**config.mk**
```make
export PLATFORM = sky130hd
export DESIGN_NAME = uart_cfg_ctrl
export DESIGN_NICKNAME = d
export VERILOG_FILES = /design/src/uart_cfg_pkg.sv /design/src/uart_cfg_ctrl.sv /design/src/cfg_slave_fsm.sv /design/src/rx_frame_check.sv
export SDC_FILE = /design/constraint.sdc
export NUM_CORES = 1
export LEC_CHECK = 0
export BUFFER_PORTS_ARGS = -buffer_cell sky130_fd_sc_hd__buf_4
export CAP_MARGIN = 10
export CORE_MARGIN = 4
export CORE_UTILIZATION = 51
export DETAILED_ROUTE_END_ITERATION = 16
export GPL_ROUTABILITY_DRIVEN = 0
export PLACE_DENSITY = 0.79
export SYNTH_ARGS = -nofsm -noshare
export SYNTH_HDL_FRONTEND = slang
export SYNTH_SLANG_ARGS = --single-unit
```
**constraint.sdc**
```tcl
create_clock -name clk_i -period 2.5 [get_ports clk_i]
set_input_delay 0.5 -clock clk_i [delete_from_list [all_inputs] [get_ports clk_i]]
set_output_delay 0.5 -clock clk_i [all_outputs]
set_load 0.05 [all_outputs]
```
**src/uart_cfg_pkg.sv**
```systemverilog
/* Frame-setting and packet field types, the configuration state
   encoding and the constants shared by the UART configuration controller */
package uart_cfg_pkg;

    // ----------------------------------------------------------------------
    // Types
    // ----------------------------------------------------------------------

    // One character on the serial line
    typedef logic [7:0] uart_byte_t;

    // Frame settings, each a 2-bit code
    typedef logic [1:0] data_width_t;
    typedef logic [1:0] parity_mode_t;
    typedef logic [1:0] stop_bits_t;

    // Configuration packet fields
    typedef logic [1:0] cfg_id_t;
    typedef logic [1:0] cfg_option_t;

    // Session states of the slave controller
    typedef enum logic [1:0] {
        MAIN,
        SEND_ACKN,
        SETUP,
        STD_CONFIG
    } cfg_state_e;

    // ----------------------------------------------------------------------
    // Encodings
    // ----------------------------------------------------------------------

    // Data width codes, 5 to 8 data bits
    localparam data_width_t DW_5BIT = 2'd0;
    localparam data_width_t DW_6BIT = 2'd1;
    localparam data_width_t DW_7BIT = 2'd2;
    localparam data_width_t DW_8BIT = 2'd3;

    // Parity codes 2 and 3 both disable the check
    localparam parity_mode_t PARITY_EVEN = 2'd0;
    localparam parity_mode_t PARITY_ODD  = 2'd1;

    // Packet ids carried in bits 3:2 of a configuration packet
    localparam cfg_id_t CFG_ID_DATA_WIDTH  = 2'd0;
    localparam cfg_id_t CFG_ID_PARITY_MODE = 2'd1;
    localparam cfg_id_t CFG_ID_STOP_BITS   = 2'd2;
    localparam cfg_id_t CFG_ID_END         = 2'd3;

    // Upper nibble that tags a byte as a configuration packet
    localparam logic [3:0] CFG_MARKER = 4'b1010;
    localparam uart_byte_t ACKN_PKT   = 8'hFF;

    // Standard frame: 8 data bits, even parity, stop code 0
    localparam data_width_t  STD_DATA_WIDTH  = DW_8BIT;
    localparam parity_mode_t STD_PARITY_MODE = PARITY_EVEN;
    localparam stop_bits_t   STD_STOP_BITS   = 2'd0;

    // ----------------------------------------------------------------------
    // Timing
    // ----------------------------------------------------------------------

    localparam int unsigned CLOCK_FREQ_HZ  = 100_000;
    // 10 ms expressed in system clock cycles
    localparam int unsigned TIMEOUT_CYCLES = CLOCK_FREQ_HZ / 100;
    localparam int unsigned TIMEOUT_CNT_W  = $clog2(TIMEOUT_CYCLES);

    typedef logic [TIMEOUT_CNT_W-1:0] timeout_cnt_t;

endpackage : uart_cfg_pkg
```
**src/uart_cfg_ctrl.sv**
```systemverilog
/* Top level of the UART configuration controller */
module uart_cfg_ctrl (
    input  logic                       clk_i,
    input  logic                       rst_n_i,
    input  logic                       rx_valid_i,
    output logic                       rx_ready_o,
    input  uart_cfg_pkg::uart_byte_t   rx_data_i,
    input  logic                       rx_parity_i,
    input  logic                       cfg_req_i,
    input  logic                       cfg_enable_i,
    input  logic                       std_config_i,
    output logic                       data_valid_o,
    input  logic                       data_ready_i,
    output uart_cfg_pkg::uart_byte_t   data_o,
    output logic                       tx_valid_o,
    input  logic                       tx_ready_i,
    output uart_cfg_pkg::uart_byte_t   tx_data_o,
    output uart_cfg_pkg::data_width_t  data_width_o,
    output uart_cfg_pkg::parity_mode_t parity_mode_o,
    output uart_cfg_pkg::stop_bits_t   stop_bits_o,
    output logic                       config_done_o,
    output logic                       config_error_o,
    output logic                       parity_error_o
);
    import uart_cfg_pkg::*;

    // Frame-check stage output
    logic       chk_valid;
    logic       chk_ready;
    uart_byte_t chk_data;
    logic       chk_parity_err;

    // The stage checks against the settings the FSM currently drives
    rx_frame_check i_rx_frame_check (
        .clk_i            (clk_i),
        .rst_n_i          (rst_n_i),
        .rx_valid_i       (rx_valid_i),
        .rx_ready_o       (rx_ready_o),
        .rx_data_i        (rx_data_i),
        .rx_parity_i      (rx_parity_i),
        .data_width_i     (data_width_o),
        .parity_mode_i    (parity_mode_o),
        .chk_valid_o      (chk_valid),
        .chk_ready_i      (chk_ready),
        .chk_data_o       (chk_data),
        .chk_parity_err_o (chk_parity_err),
        .parity_error_o   (parity_error_o)
    );

    cfg_slave_fsm i_cfg_slave_fsm (
        .clk_i            (clk_i),
        .rst_n_i          (rst_n_i),
        .chk_valid_i      (chk_valid),
        .chk_ready_o      (chk_ready),
        .chk_data_i       (chk_data),
        .chk_parity_err_i (chk_parity_err),
        .cfg_req_i        (cfg_req_i),
        .cfg_enable_i     (cfg_enable_i),
        .std_config_i     (std_config_i),
        .data_valid_o     (data_valid_o),
        .data_ready_i     (data_ready_i),
        .data_o           (data_o),
        .tx_valid_o       (tx_valid_o),
        .tx_ready_i       (tx_ready_i),
        .tx_data_o        (tx_data_o),
        .data_width_o     (data_width_o),
        .parity_mode_o    (parity_mode_o),
        .stop_bits_o      (stop_bits_o),
        .config_done_o    (config_done_o),
        .config_error_o   (config_error_o)
    );

endmodule : uart_cfg_ctrl

```
**src/cfg_slave_fsm.sv**
```systemverilog
/* Slave configuration FSM: forwards data while idle, runs the
   configuration session with timeout and holds the active frame settings */
module cfg_slave_fsm (
    input  logic                       clk_i,
    input  logic                       rst_n_i,
    // Checked characters from the frame-check stage
    input  logic                       chk_valid_i,
    output logic                       chk_ready_o,
    input  uart_cfg_pkg::uart_byte_t   chk_data_i,
    input  logic                       chk_parity_err_i,
    // Session control
    input  logic                       cfg_req_i,
    input  logic                       cfg_enable_i,
    input  logic                       std_config_i,
    // Downstream data
    output logic                       data_valid_o,
    input  logic                       data_ready_i,
    output uart_cfg_pkg::uart_byte_t   data_o,
    // Acknowledgment towards the transmitter
    output logic                       tx_valid_o,
    input  logic                       tx_ready_i,
    output uart_cfg_pkg::uart_byte_t   tx_data_o,
    // Active frame settings and status
    output uart_cfg_pkg::data_width_t  data_width_o,
    output uart_cfg_pkg::parity_mode_t parity_mode_o,
    output uart_cfg_pkg::stop_bits_t   stop_bits_o,
    output logic                       config_done_o,
    output logic                       config_error_o
);
    import uart_cfg_pkg::*;

    cfg_state_e   state_q;
    cfg_state_e   state_d;
    timeout_cnt_t timeout_cnt_q;
    logic         end_seen_q;
    logic         config_error_q;

    data_width_t  data_width_q;
    parity_mode_t parity_mode_q;
    stop_bits_t   stop_bits_q;

    // Decoded fields of the character at the stage output
    logic         pkt_marked;
    cfg_id_t      pkt_id;
    cfg_option_t  pkt_option;

    logic         pkt_apply;
    logic         cfg_fail;
    logic         timeout_hit;

    assign pkt_marked = chk_data_i[7:4] == CFG_MARKER;
    assign pkt_id     = cfg_id_t'(chk_data_i[3:2]);
    assign pkt_option = cfg_option_t'(chk_data_i[1:0]);

    // The counter starts at zero on entry, so this is the last SETUP cycle
    assign timeout_hit = timeout_cnt_q == timeout_cnt_t'(TIMEOUT_CYCLES - 1);

    // ----------------------------------------------------------------------
    // Next state and handshakes
    // ----------------------------------------------------------------------

    always_comb begin : next_state_logic
        state_d      = state_q;
        chk_ready_o  = 1'b0;
        data_valid_o = 1'b0;
        tx_valid_o   = 1'b0;
        pkt_apply    = 1'b0;
        cfg_fail     = 1'b0;

        case (state_q)
            MAIN: begin
                // Data passes straight through while no session runs
                chk_ready_o  = data_ready_i;
                data_valid_o = chk_valid_i;
                // A remote request wins over a local standard reload
                if (cfg_req_i && cfg_enable_i) begin
                    state_d = SEND_ACKN;
                end else if (std_config_i) begin
                    state_d = STD_CONFIG;
                end
            end

            SEND_ACKN: begin
                tx_valid_o = 1'b1;
                if (tx_ready_i) begin
                    state_d = end_seen_q ? MAIN : SETUP;
                end
            end

            SETUP: begin
                // Every byte is consumed here, data traffic is not forwarded
                chk_ready_o = 1'b1;
                if (chk_valid_i && chk_parity_err_i) begin
                    cfg_fail = 1'b1;
                    state_d  = STD_CONFIG;
                end else if (chk_valid_i && pkt_marked) begin
                    pkt_apply = 1'b1;
                    state_d   = SEND_ACKN;
                end else if (timeout_hit) begin
                    cfg_fail = 1'b1;
                    state_d  = STD_CONFIG;
                end
            end

            STD_CONFIG: begin
                state_d = MAIN;
            end
        endcase
    end : next_state_logic

    // ----------------------------------------------------------------------
    // Control registers
    // ----------------------------------------------------------------------

    always_ff @(posedge clk_i) begin : control_regs
        if (!rst_n_i) begin
            state_q        <= MAIN;
            timeout_cnt_q  <= '0;
            end_seen_q     <= 1'b0;
            config_error_q <= 1'b0;
        end else begin
            state_q        <= state_d;
            config_error_q <= cfg_fail;

            // Counts only inside SETUP; a stalled acknowledgment does not age it
            if (state_q == SETUP) begin
                timeout_cnt_q <= timeout_cnt_q + 1'b1;
            end else begin
                timeout_cnt_q <= '0;
            end

            // Remembers whether the packet being acknowledged ends the session
            if (state_q == MAIN) begin
                end_seen_q <= 1'b0;
            end else if (pkt_apply) begin
                end_seen_q <= pkt_id == CFG_ID_END;
            end
        end
    end : control_regs

    // ----------------------------------------------------------------------
    // Frame settings
    // ----------------------------------------------------------------------

    always_ff @(posedge clk_i) begin : setting_regs
        if (!rst_n_i || state_q == STD_CONFIG) begin
            data_width_q  <= STD_DATA_WIDTH;
            parity_mode_q <= STD_PARITY_MODE;
            stop_bits_q   <= STD_STOP_BITS;
        end else if (pkt_apply) begin
            // The end packet carries no option
            case (pkt_id)
                CFG_ID_DATA_WIDTH:  data_width_q  <= data_width_t'(pkt_option);
                CFG_ID_PARITY_MODE: parity_mode_q <= parity_mode_t'(pkt_option);
                CFG_ID_STOP_BITS:   stop_bits_q   <= stop_bits_t'(pkt_option);
                default:            ;
            endcase
        end
    end : setting_regs

    assign data_o         = chk_data_i;
    assign tx_data_o      = ACKN_PKT;
    assign data_width_o   = data_width_q;
    assign parity_mode_o  = parity_mode_q;
    assign stop_bits_o    = stop_bits_q;
    assign config_done_o  = state_q == MAIN;
    assign config_error_o = config_error_q;

endmodule : cfg_slave_fsm

```
**src/rx_frame_check.sv**
```systemverilog
/* Receive register stage: one-entry buffer that tags every accepted
   character with its parity verdict and pulses on a bad character */
module rx_frame_check (
    input  logic                       clk_i,
    input  logic                       rst_n_i,
    // Receiver side
    input  logic                       rx_valid_i,
    output logic                       rx_ready_o,
    input  uart_cfg_pkg::uart_byte_t   rx_data_i,
    input  logic                       rx_parity_i,
    // Frame settings currently in force
    input  uart_cfg_pkg::data_width_t  data_width_i,
    input  uart_cfg_pkg::parity_mode_t parity_mode_i,
    // Checked character towards the controller FSM
    output logic                       chk_valid_o,
    input  logic                       chk_ready_i,
    output uart_cfg_pkg::uart_byte_t   chk_data_o,
    output logic                       chk_parity_err_o,
    output logic                       parity_error_o
);
    import uart_cfg_pkg::*;

    logic       buf_valid_q;
    uart_byte_t buf_data_q;
    logic       buf_err_q;
    logic       parity_error_q;

    logic       rx_accept;
    logic       data_xor;
    logic       parity_bad;

    // ----------------------------------------------------------------------
    // Parity check
    // ----------------------------------------------------------------------

    always_comb begin : parity_check
        // Only the bits that belong to the frame take part in the XOR
        case (data_width_i)
            DW_5BIT: data_xor = ^rx_data_i[4:0];
            DW_6BIT: data_xor = ^rx_data_i[5:0];
            DW_7BIT: data_xor = ^rx_data_i[6:0];
            default: data_xor = ^rx_data_i;
        endcase

        // Odd parity expects the inverse of the data XOR on the line
        case (parity_mode_i)
            PARITY_EVEN: parity_bad = rx_parity_i != data_xor;
            PARITY_ODD:  parity_bad = rx_parity_i != ~data_xor;
            default:     parity_bad = 1'b0;
        endcase
    end : parity_check

    // ----------------------------------------------------------------------
    // One-entry buffer
    // ----------------------------------------------------------------------

    // Ready while empty or while the held character leaves this cycle
    assign rx_ready_o = !buf_valid_q || chk_ready_i;
    assign rx_accept  = rx_valid_i && rx_ready_o;

    always_ff @(posedge clk_i) begin : buffer_ctrl
        if (!rst_n_i) begin
            buf_valid_q    <= 1'b0;
            parity_error_q <= 1'b0;
        end else begin
            if (rx_accept) begin
                buf_valid_q <= 1'b1;
            end else if (chk_ready_i) begin
                buf_valid_q <= 1'b0;
            end
            // One pulse per accepted bad character
            parity_error_q <= rx_accept && parity_bad;
        end
    end : buffer_ctrl

    // Payload and verdict, captured with the settings at acceptance
    always_ff @(posedge clk_i) begin : buffer_data
        if (rx_accept) begin
            buf_data_q <= rx_data_i;
            buf_err_q  <= parity_bad;
        end
    end : buffer_data

    assign chk_valid_o      = buf_valid_q;
    assign chk_data_o       = buf_data_q;
    assign chk_parity_err_o = buf_err_q;
    assign parity_error_o   = parity_error_q;

endmodule : rx_frame_check

```
### After elaboration in Yosys (flattened, before gate mapping)

Index checks and enable logic that the tools add are counted.

| operators by class | value |
|---|---|
| equality and inequality tests | 16 |
| multiply operators | 0 |
| bitwise gates (word level) | 2 |
| reductions and logical operators | 24 |
| multiplexer cells | 21 |
| div/mod/pow operators | 0 |
| add/subtract/negate cells | 1 |
| $lt $le $gt $ge | 0 |
| shifts and indexed selects | 0 |

Operators by type and width:

| cell | count |
|---|---|
| $mux W2 | 7 |
| $add A10 B1 Y10 const B | 1 |
| $eq A10 B10 Y1 const B | 1 |
| $eq A2 B2 Y1 const B | 5 |
| $mux W1 | 10 |
| $eq A2 B1 Y1 const B | 4 |
| $logic_not A2 Y1 | 4 |
| $pmux W2 S4 | 1 |
| $reduce_and A2 Y1 | 4 |
| $reduce_xor A8 Y1 | 1 |
| $reduce_xor A7 Y1 | 1 |
| $reduce_xor A6 Y1 | 1 |
| $logic_and A1 B1 Y1 | 5 |
| $reduce_xor A5 Y1 | 1 |
| $eq A4 B4 Y1 const B | 1 |
| $ne A4 B1 Y1 const B | 1 |
| $pmux W1 S2 | 2 |
| $ne A3 B2 Y1 const B | 1 |
| $pmux W1 S3 | 1 |
| $reduce_and A3 Y1 | 1 |
| $logic_not A1 Y1 | 2 |
| $logic_or A1 B1 Y1 | 2 |
| $ne A1 B1 Y1 | 2 |
| $ne A2 B2 Y1 const B | 1 |
| 3 further kinds | 4 |

| word-level totals | value |
|---|---|
| memories kept | 0 |
| bits in writable memories | 0 |
| bits in registers | 31 |
| latch bits | 0 |
| logic and storage cells | 75 |
| bits in read-only memories | 0 |
| bits of input ports | 17 |

### Longest topological paths before layout

Gate-level depths: netlist (run 1).

| depth | value |
|---|---|
| depth after elaboration | 6 |
| depth in mapped cells | 8 |

### Hierarchy

From an unflattened synthesis (run 1), not the netlist that was laid out.

| unflattened totals | value |
|---|---|
| cell total of the unflattened synthesis | 160 |
| area, all modules | 1570.3 um^2 |

Modules (own cells, without submodules):

| module | cells each | seq. area each (um^2) | area an instance (um^2) | times used |
|---|---|---|---|---|
| cfg_slave_fsm | 127 | 400.4 | 1057.3 | 1 |
| rx_frame_check | 33 | 310.3 | 513.0 | 1 |

### Worst setup path before layout (run 1)

No wires, ideal clock.

| timing path | value |
|---|---|
| kind | flip-flop to output port |
| start | register i_cfg_slave_fsm.state_q[0] |
| end | output data_valid_o |
| cell stages (with the launch flop) | 4 |
| arrival | 1736 ps |
| setup slack | 264 ps |
| data required time | 2000 ps |
| path through | dfxtp_1 -> clkbuf_1 -> nor2_1 -> and2_1 |

| between the ends | value |
|---|---|
| word-level cells in the longest chain between the ends | 2 |

RTL lines:

| what | line | source |
|---|---|---|
| start, declared | cfg_slave_fsm.sv:32 | `cfg_state_e state_q;` |
| start signal, assigned | cfg_slave_fsm.sv:122 | `state_q <= state_d;` |
| $logic_not A2 Y1 | - |  |
| net config_done_o | uart_cfg_ctrl.sv:21 | `output logic config_done_o,` |
| $mux W1 | cfg_slave_fsm.sv:70 | `case (state_q)` |
| end, declared | uart_cfg_ctrl.sv:12 | `output logic data_valid_o,` |

The timed path passes the listed nets, and every way through them passes these cells.

### Final worst setup path (run 1)

| timing path | value |
|---|---|
| start | input rx_data_i[3] |
| end | register i_rx_frame_check.buf_err_q, in the netlist i_rx_frame_check.chk_parity_err_o, data pin |

| between the ends | value |
|---|---|
| word-level cells in the longest chain between the ends | 5 |
| elaborated cells between the ends (all ways) | 9 |

RTL lines:

| what | line | source |
|---|---|---|
| start, declared | uart_cfg_ctrl.sv:7 | `input uart_cfg_pkg::uart_byte_t rx_data_i,` |
| $reduce_xor A8 Y1 (tied with other cells) | rx_frame_check.sv:42 | `default: data_xor = ^rx_data_i;` |
| $pmux W1 S3 (*) | rx_frame_check.sv:38 | `case (data_width_i)` |
| $not A1 Y1 | rx_frame_check.sv:48 | `PARITY_ODD: parity_bad = rx_parity_i != ~data_xor;` |
| $ne A1 B1 Y1 | rx_frame_check.sv:48 |  |
| $pmux W1 S2 (*) | rx_frame_check.sv:46 | `case (parity_mode_i)` |
| net i_rx_frame_check.parity_bad | rx_frame_check.sv:30 | `logic parity_bad;` |
| end signal, assigned | rx_frame_check.sv:80 | `buf_err_q <= parity_bad;` |
| end, declared | rx_frame_check.sv:25 | `logic buf_err_q;` |

Mark *: on every way through the listed nets, which the timed path passes. The rest lies on a longest branch.
A chain may end at the register's enable or synchronous reset.

==> flow_summary.yaml, run 1 <==
run_status:
  status: "complete, no violations"
timing:
  worstMarginPinSlew_ns: 0.579
  maxSlewViolCount: 0
  clock.fmax_ghz: 0.483
  setup_tns_ns: 0
  whs_ns: 0.354
  skew_ns: 0.00608
  hold_viol_final: 0
  setup_viol_count_final: 0
  period_minus_slack_ns: 2.07
  grt_setup_unrepaired: "false"
  finalCritPeriodShare_pct: 82.9
  fin_ws_ns: 0.428
  slew_headroom_pct: 61.1
yosys:
  ys_types: 42
  synth_area_per_cell_sq_um: 9.25
  syn_area_sq_um: 1570
  seq_area_frac_synth_pct: 45.2
  ys_warn_count: 0
  syn_inst: 170
  ys_ff_latch: 31
worst_setup_path:
  start_kind: "primary input"
  r2r-start: "i_rx_frame_check.chk_data_o[4]$_DFFE_PP_"
  worstPathMaxFanout: 2
  critical_path.endpoint: "i_rx_frame_check.chk_parity_err_o$_DFFE_PP_"
  reg2reg_to: "i_cfg_slave_fsm.parity_mode_o[0]$_SDFFE_PP0P_"
  rr_worst_depth: 6
  critPathLaunch: "rx_data_i[3]"
  crit_path_end_kind: "register"
  r2r_slack_ns: 0.44
  worstSetupPathType: "in -> reg"
  arrival_ns: 2.16
  cp.required_ns: 2.59
clocking:
  cts_tree: "built"
  cts_buffers: 5
  worstSkewPairLatency_ns: 0.33
  htreeDepth: 2
  clockRootBuffer: "clkbuf_4"
  clk_transition_reported_paths_ns: 0.09
  clock_sinks: 31
  ctsResizeCount: 0
  hold_buffers: 0
  clockBufferDepth: 2
  cts_setup_buffers: 0
cells_and_area:
  layout-drive-gt1-share_pct: 24.6
  fillers: 241
  antenna_cells: 0
  syn2layout_area_growth_pct: 19.3
  finalInstanceArea_sq_um: 1880
  fin_nets: 224
global_route:
  grt_max_degree: 13
  grt-ovfl-total: 0
  antenna_found_initial: 0
  grt_pass1_wl_um: 5440
  grtUsageTotal_pct: 17.2
  grt_pass1_vias: 1214
floorplan:
  start_util_pct: 55.1
  core_sq_um: 2850
  die_x_um: 63.5
  io_pins: 45
  die-area_sq_um: 4040
  std_cell_rows: 19
  dieHeight_um: 63.5
drt:
  vias: 1292
  ant_nets: 0
  routed-wl-met2_um: 1520
  drt-initial-drc-count: 71
  routed_via_density: 5.43
  first_pass_iters: 4
  dr.max_layer_used: "met4"
  met1_length_um: 1380
  wl_um: 3190
  wl_met3_um: 255
  drc_errors: 0
  wl_per_cell_um: 13.4
placed_design:
  placed_area_sq_um: 1830
  place.port_buffers: 36
  preCtsSetupSlack_ns: 0.0939
  dp_hpwl_um: 2500
power_and_ir_drop:
  power.total_uw: 1140
  p_leak_uw: 0.000765
  power_density_nw_per_um2: 609
  irDropWorstVdd_mv: 0.298
min_path:
  hold_class: "in -> reg"
  hp-start: "rx_data_i[7]"
run:
  max_cap_viol_count: 0
-- metrics by stage --
| step | util, % | cells |
|---|---|---|
| floorplan | - | 177 |
| global placement | 64.0 | 230 |
| detailed placement | 64.0 | 230 |
| CTS | 65.7 | 238 |
| global route | 65.7 | 238 |
| finish | 65.7 | 238 |
-- synthesized netlist by cell type, drive strengths merged --
master  instances  area (sq um)
nand4           1          6.26
nor4            2          12.5
conb            1          3.75
nor2           27           101
and2            4          25.0
a21oi           8          40.0
a211oi          3          22.5
nand2          13          48.8
a21boi          1          7.51
buf             9          63.8
nand3           9          50.1
nor3b           3          22.5
xnor2           8          85.1
and3            3          18.8
a31oi           1          6.26
dfxtp          22           440
or3             1          6.26
mux2            1          15.0
nand4b          1          8.76
inv             4          15.0
o21ai           3          18.8
o21a            1          7.51
a211o           1          8.76
or3b            1          8.76
nand2b          1          6.26
nor2b           2          12.5
o31a            1          8.76
a221oi          1          8.76
clkbuf          5          18.8
xor2            7          68.8
nor3            4          20.0
edfxtp          9           270
nand3b          2          15.0
mux2i           8          80.1
o31ai           1          7.51
ha              1          12.5
-- routing by layer --
metal,vias to the layer above,track usage (%)
met1,602,19.9
met5,-,0
met4,0,6.47
met2,48,27.6
met3,4,7.64
li1,638,-
-- critical path, stage by stage --
cell and delay (ns):
buf_4 0.12, xor2_2 0.19, xor2_1 0.19, or3b_2 0.49
a31oi_1 0.15, a211o_1 0.13, nand3_2 0.08, mux2_4 0.30
-- state kept, by name, summed over array words and instances, names as in the netlist --
| register | flops |
|---|---|
| i_cfg_slave_fsm.timeout_cnt_q | 10 |
| i_rx_frame_check.chk_data_o | 8 |
| i_cfg_slave_fsm.data_width_o | 2 |
| i_cfg_slave_fsm.parity_mode_o | 2 |
| i_cfg_slave_fsm.state_q | 2 |
| i_cfg_slave_fsm.stop_bits_o | 2 |
| i_cfg_slave_fsm.config_error_o | 1 |
| i_cfg_slave_fsm.end_seen_q | 1 |
| i_rx_frame_check.chk_parity_err_o | 1 |
| i_rx_frame_check.chk_valid_o | 1 |
| i_rx_frame_check.parity_error_o | 1 |
-- where the power goes --
part	leakage, uW	internal (uW)	switching, uW
registers	0.000265	543	28.6
logic	0.000470	103	197
clock network	0.0000293	109	162
total	0.000765	755	388
-- placed cells by master, fill, tap and decap left out, types with 4 or more instances in the layout --
| master | netlist | routed |
|---|---|---|
| edfxtp_1 | 9 | 9 |
| nor3_1 | 4 | 4 |
| buf_4 | 8 | 36 |
| nand3_1 | 8 | 8 |
| nand2_1 | 13 | 13 |
| and2_1 | 4 | 4 |
| xor2_1 | 6 | 6 |
| nor2_1 | 27 | 27 |
| conb_1 | 1 | 8 |
| xnor2_1 | 6 | 6 |
| dfxtp_1 | 22 | 22 |
| a21oi_1 | 8 | 8 |
| mux2i_1 | 8 | 8 |
| clkbuf_4 | 0 | 5 |
-- worst min path at each step --
stage | to | slack [ns] | cells past startpoint
final | i_rx_frame_check.chk_data_o[7]$_DFFE_PP_ | 0.35 | 1
after global routing | i_rx_frame_check.chk_data_o[7]$_DFFE_PP_ | 0.33 | 1
after CTS | i_rx_frame_check.chk_data_o[7]$_DFFE_PP_ | 0.35 | 1
after detailed placement | i_cfg_slave_fsm.timeout_cnt_q[0]$_SDFF_PN0_ | 0.44 | 1
after global placement | i_cfg_slave_fsm.timeout_cnt_q[0]$_SDFF_PN0_ | 0.43 | 1
after floorplan | i_cfg_slave_fsm.timeout_cnt_q[0]$_SDFF_PN0_ | 0.42 | 1
-- final cells by class --
| class | count | area, sq um | area share [%] |
|---|---|---|---|
| multi-input combinational | 128 | 791 | 42.2 |
| sequential | 31 | 711 | 37.9 |
| timing repair buffer | 36 | 270 | 14.4 |
| clock buffer | 7 | 45.0 | 2.40 |
| tap | 31 | 38.8 | 2.07 |
| inverter | 4 | 15.0 | 0.801 |
| clock inverter | 1 | 5.00 | 0.267 |
-- cells by family after synthesis --
group,synth area share (%)
compound gates,8.67
xor+xnor,9.79
fa+ha+maj,0.795
buf+inv,6.21
flops,45.2
mux,6.05
other cells,0.238
simple gates,23.1
(Power assumes the default switching activity.)
==> inputs of run 2 (changes only) <==
clock period = 2 ns   (was 2.5 ns; I/O delays follow)
==> flow_summary.yaml, run 2 (synthesis results as in run 1) <==
placed_design:
  place.port_buffers: 36
  dp_hpwl_um: 2700
drt:
  wl_per_cell_um: 14.4
  first_pass_iters: 4
  drt-initial-drc-count: 60
  dr.max_layer_used: "met4"
  routed_via_density: 5.44
  routed-wl-met2_um: 1780
  ant_nets: 0
  wl_met3_um: 320
  vias: 1334
  met1_length_um: 1370
  wl_um: 3520
  drc_errors: 0
floorplan:
  start_util_pct: 55.1
  core_sq_um: 2850
  std_cell_rows: 19
  io_pins: 45
  dieHeight_um: 63.5
  die-area_sq_um: 4040
  die_x_um: 63.5
timing:
  maxSlewViolCount: 0
  hold_viol_final: 0
  setup_viol_count_final: 0
  worstMarginPinSlew_ns: 0.544
  grt_setup_unrepaired: "false"
  clock.fmax_ghz: 0.525
  slew_headroom_pct: 63.7
  skew_ns: 0.00533
  period_minus_slack_ns: 1.91
  finalCritPeriodShare_pct: 95.3
worst_setup_path:
  arrival_ns: 1.99
  worstPathMaxFanout: 2
  r2r_slack_ns: 0.12
  worstPathBufferInverterCount: 1
  worst_path_max_delay_cell: "or3b_4"
  worstSetupPathType: "in -> reg"
  crit_path_cell_trace: "buf_4 > xor2_4 > xor2_1 > or3b_4 > a31oi_1 > a211o_1 > nand3_2 > mux2_4"
  critPathMaxStageDelay_ns: 0.38
  start_kind: "primary input"
  crit_path_end_kind: "register"
  crit_family: "simple AND/OR/NAND/NOR gates"
  cp.required_ns: 2.08
clocking:
  clock_sinks: 31
  ctsResizeCount: 0
  clk_transition_reported_paths_ns: 0.09
  worstSkewPairLatency_ns: 0.33
  cts_setup_buffers: 0
  clockBufferDepth: 2
  cts_buffers: 5
  cts_tree: "built"
  clockRootBuffer: "clkbuf_4"
  htreeDepth: 2
  hold_buffers: 0
power_and_ir_drop:
  seqPwrFrac_pct: 47.5
  p_int_uw: 1000
  pwr-share-comb_pct: 27.5
  power_density_nw_per_um2: 763
  power.total_uw: 1500
  clkPwrFrac_pct: 25.0
  irDropWorstVdd_mv: 0.613
  p_leak_uw: 0.000810
  power_switching_uw: 502
  switching_share_pct: 33.4
cells_and_area:
  antenna_cells: 0
  syn2layout_area_growth_pct: 25.2
  fin_util_pct: 69.0
  largest-register: "i_cfg_slave_fsm.timeout_cnt_q"
  fin_nets: 231
  largest_register_ffs: 10
  mostFrequentLayoutCell: "buf_4"
  layout_common_cells: "buf_4, nor2_1, dfxtp_1, nand2_1, edfxtp_1"
  layout-drive-gt1-share_pct: 29.9
run_status:
  status: "complete, no violations"
run:
  max_cap_viol_count: 0
global_route:
  grt_max_degree: 13
  antenna_found_initial: 0
  grt_pass1_wl_um: 5930
  grt-ovfl-total: 0
  grt_pass1_vias: 1289
  grtUsageTotal_pct: 18.6
min_path:
  hold_class: "in -> reg"
-- run 2: final cells by class --
cell class / count / area (sq um)
Fill cell: 223 / 883
Multi-Input combinational cell: 128 / 821
Sequential cell: 31 / 712
Timing Repair Buffer: 43 / 323
Clock buffer: 7 / 55.1
Tap cell: 31 / 38.8
Inverter: 4 / 15.0
Clock inverter: 1 / 5.00
-- run 2: stage by stage --
stage | instances | area (sq um) | hold slack [ns] | setup TNS [ns] | setup slack (ns)
final | 245 | 1970 | 0.257 | 0 | 0.0942
after global routing | 245 | 1970 | 0.245 | 0 | 0.0446
after CTS | 245 | 1970 | 0.243 | 0 | 0.103
after detailed placement | 237 | 1910 | 0.457 | -0.310 | -0.243
after global placement | 237 | 1910 | 0.431 | -0.197 | -0.187
after floorplan | 177 | 1630 | 0.418 | -0.0211 | -0.0211
-- run 2: worst paths after layout --
check,from,end,cells past startpoint
setup / recovery,rx_data_i[3],i_rx_frame_check.chk_parity_err_o$_DFFE_PP_,8
hold / removal,rx_data_i[7],i_rx_frame_check.chk_data_o[7]$_DFFE_PP_,1
setup reg to reg,i_cfg_slave_fsm.data_width_o[0]$_SDFFE_PP1P_,i_rx_frame_check.chk_parity_err_o$_DFFE_PP_,7
hold reg to reg,i_cfg_slave_fsm.timeout_cnt_q[0]$_SDFF_PN0_,i_cfg_slave_fsm.timeout_cnt_q[0]$_SDFF_PN0_,1
-- run 2: power groups by stage --
stage               Clock (uW)  Sequential (uW)  Combinational [uW]
detailed placement           0              729                 411
finish                     376              714                 413
CTS                        385              714                 412
global placement             0              727                 398
global route               413              719                 439
floorplan                    0              758                 266
-- run 2: metal layers --
layer,global-route usage [%],up-vias
met4,6.47,0
met5,0,-
met1,21.4,609
met3,5.15,6
met2,32.6,65
li1,-,654
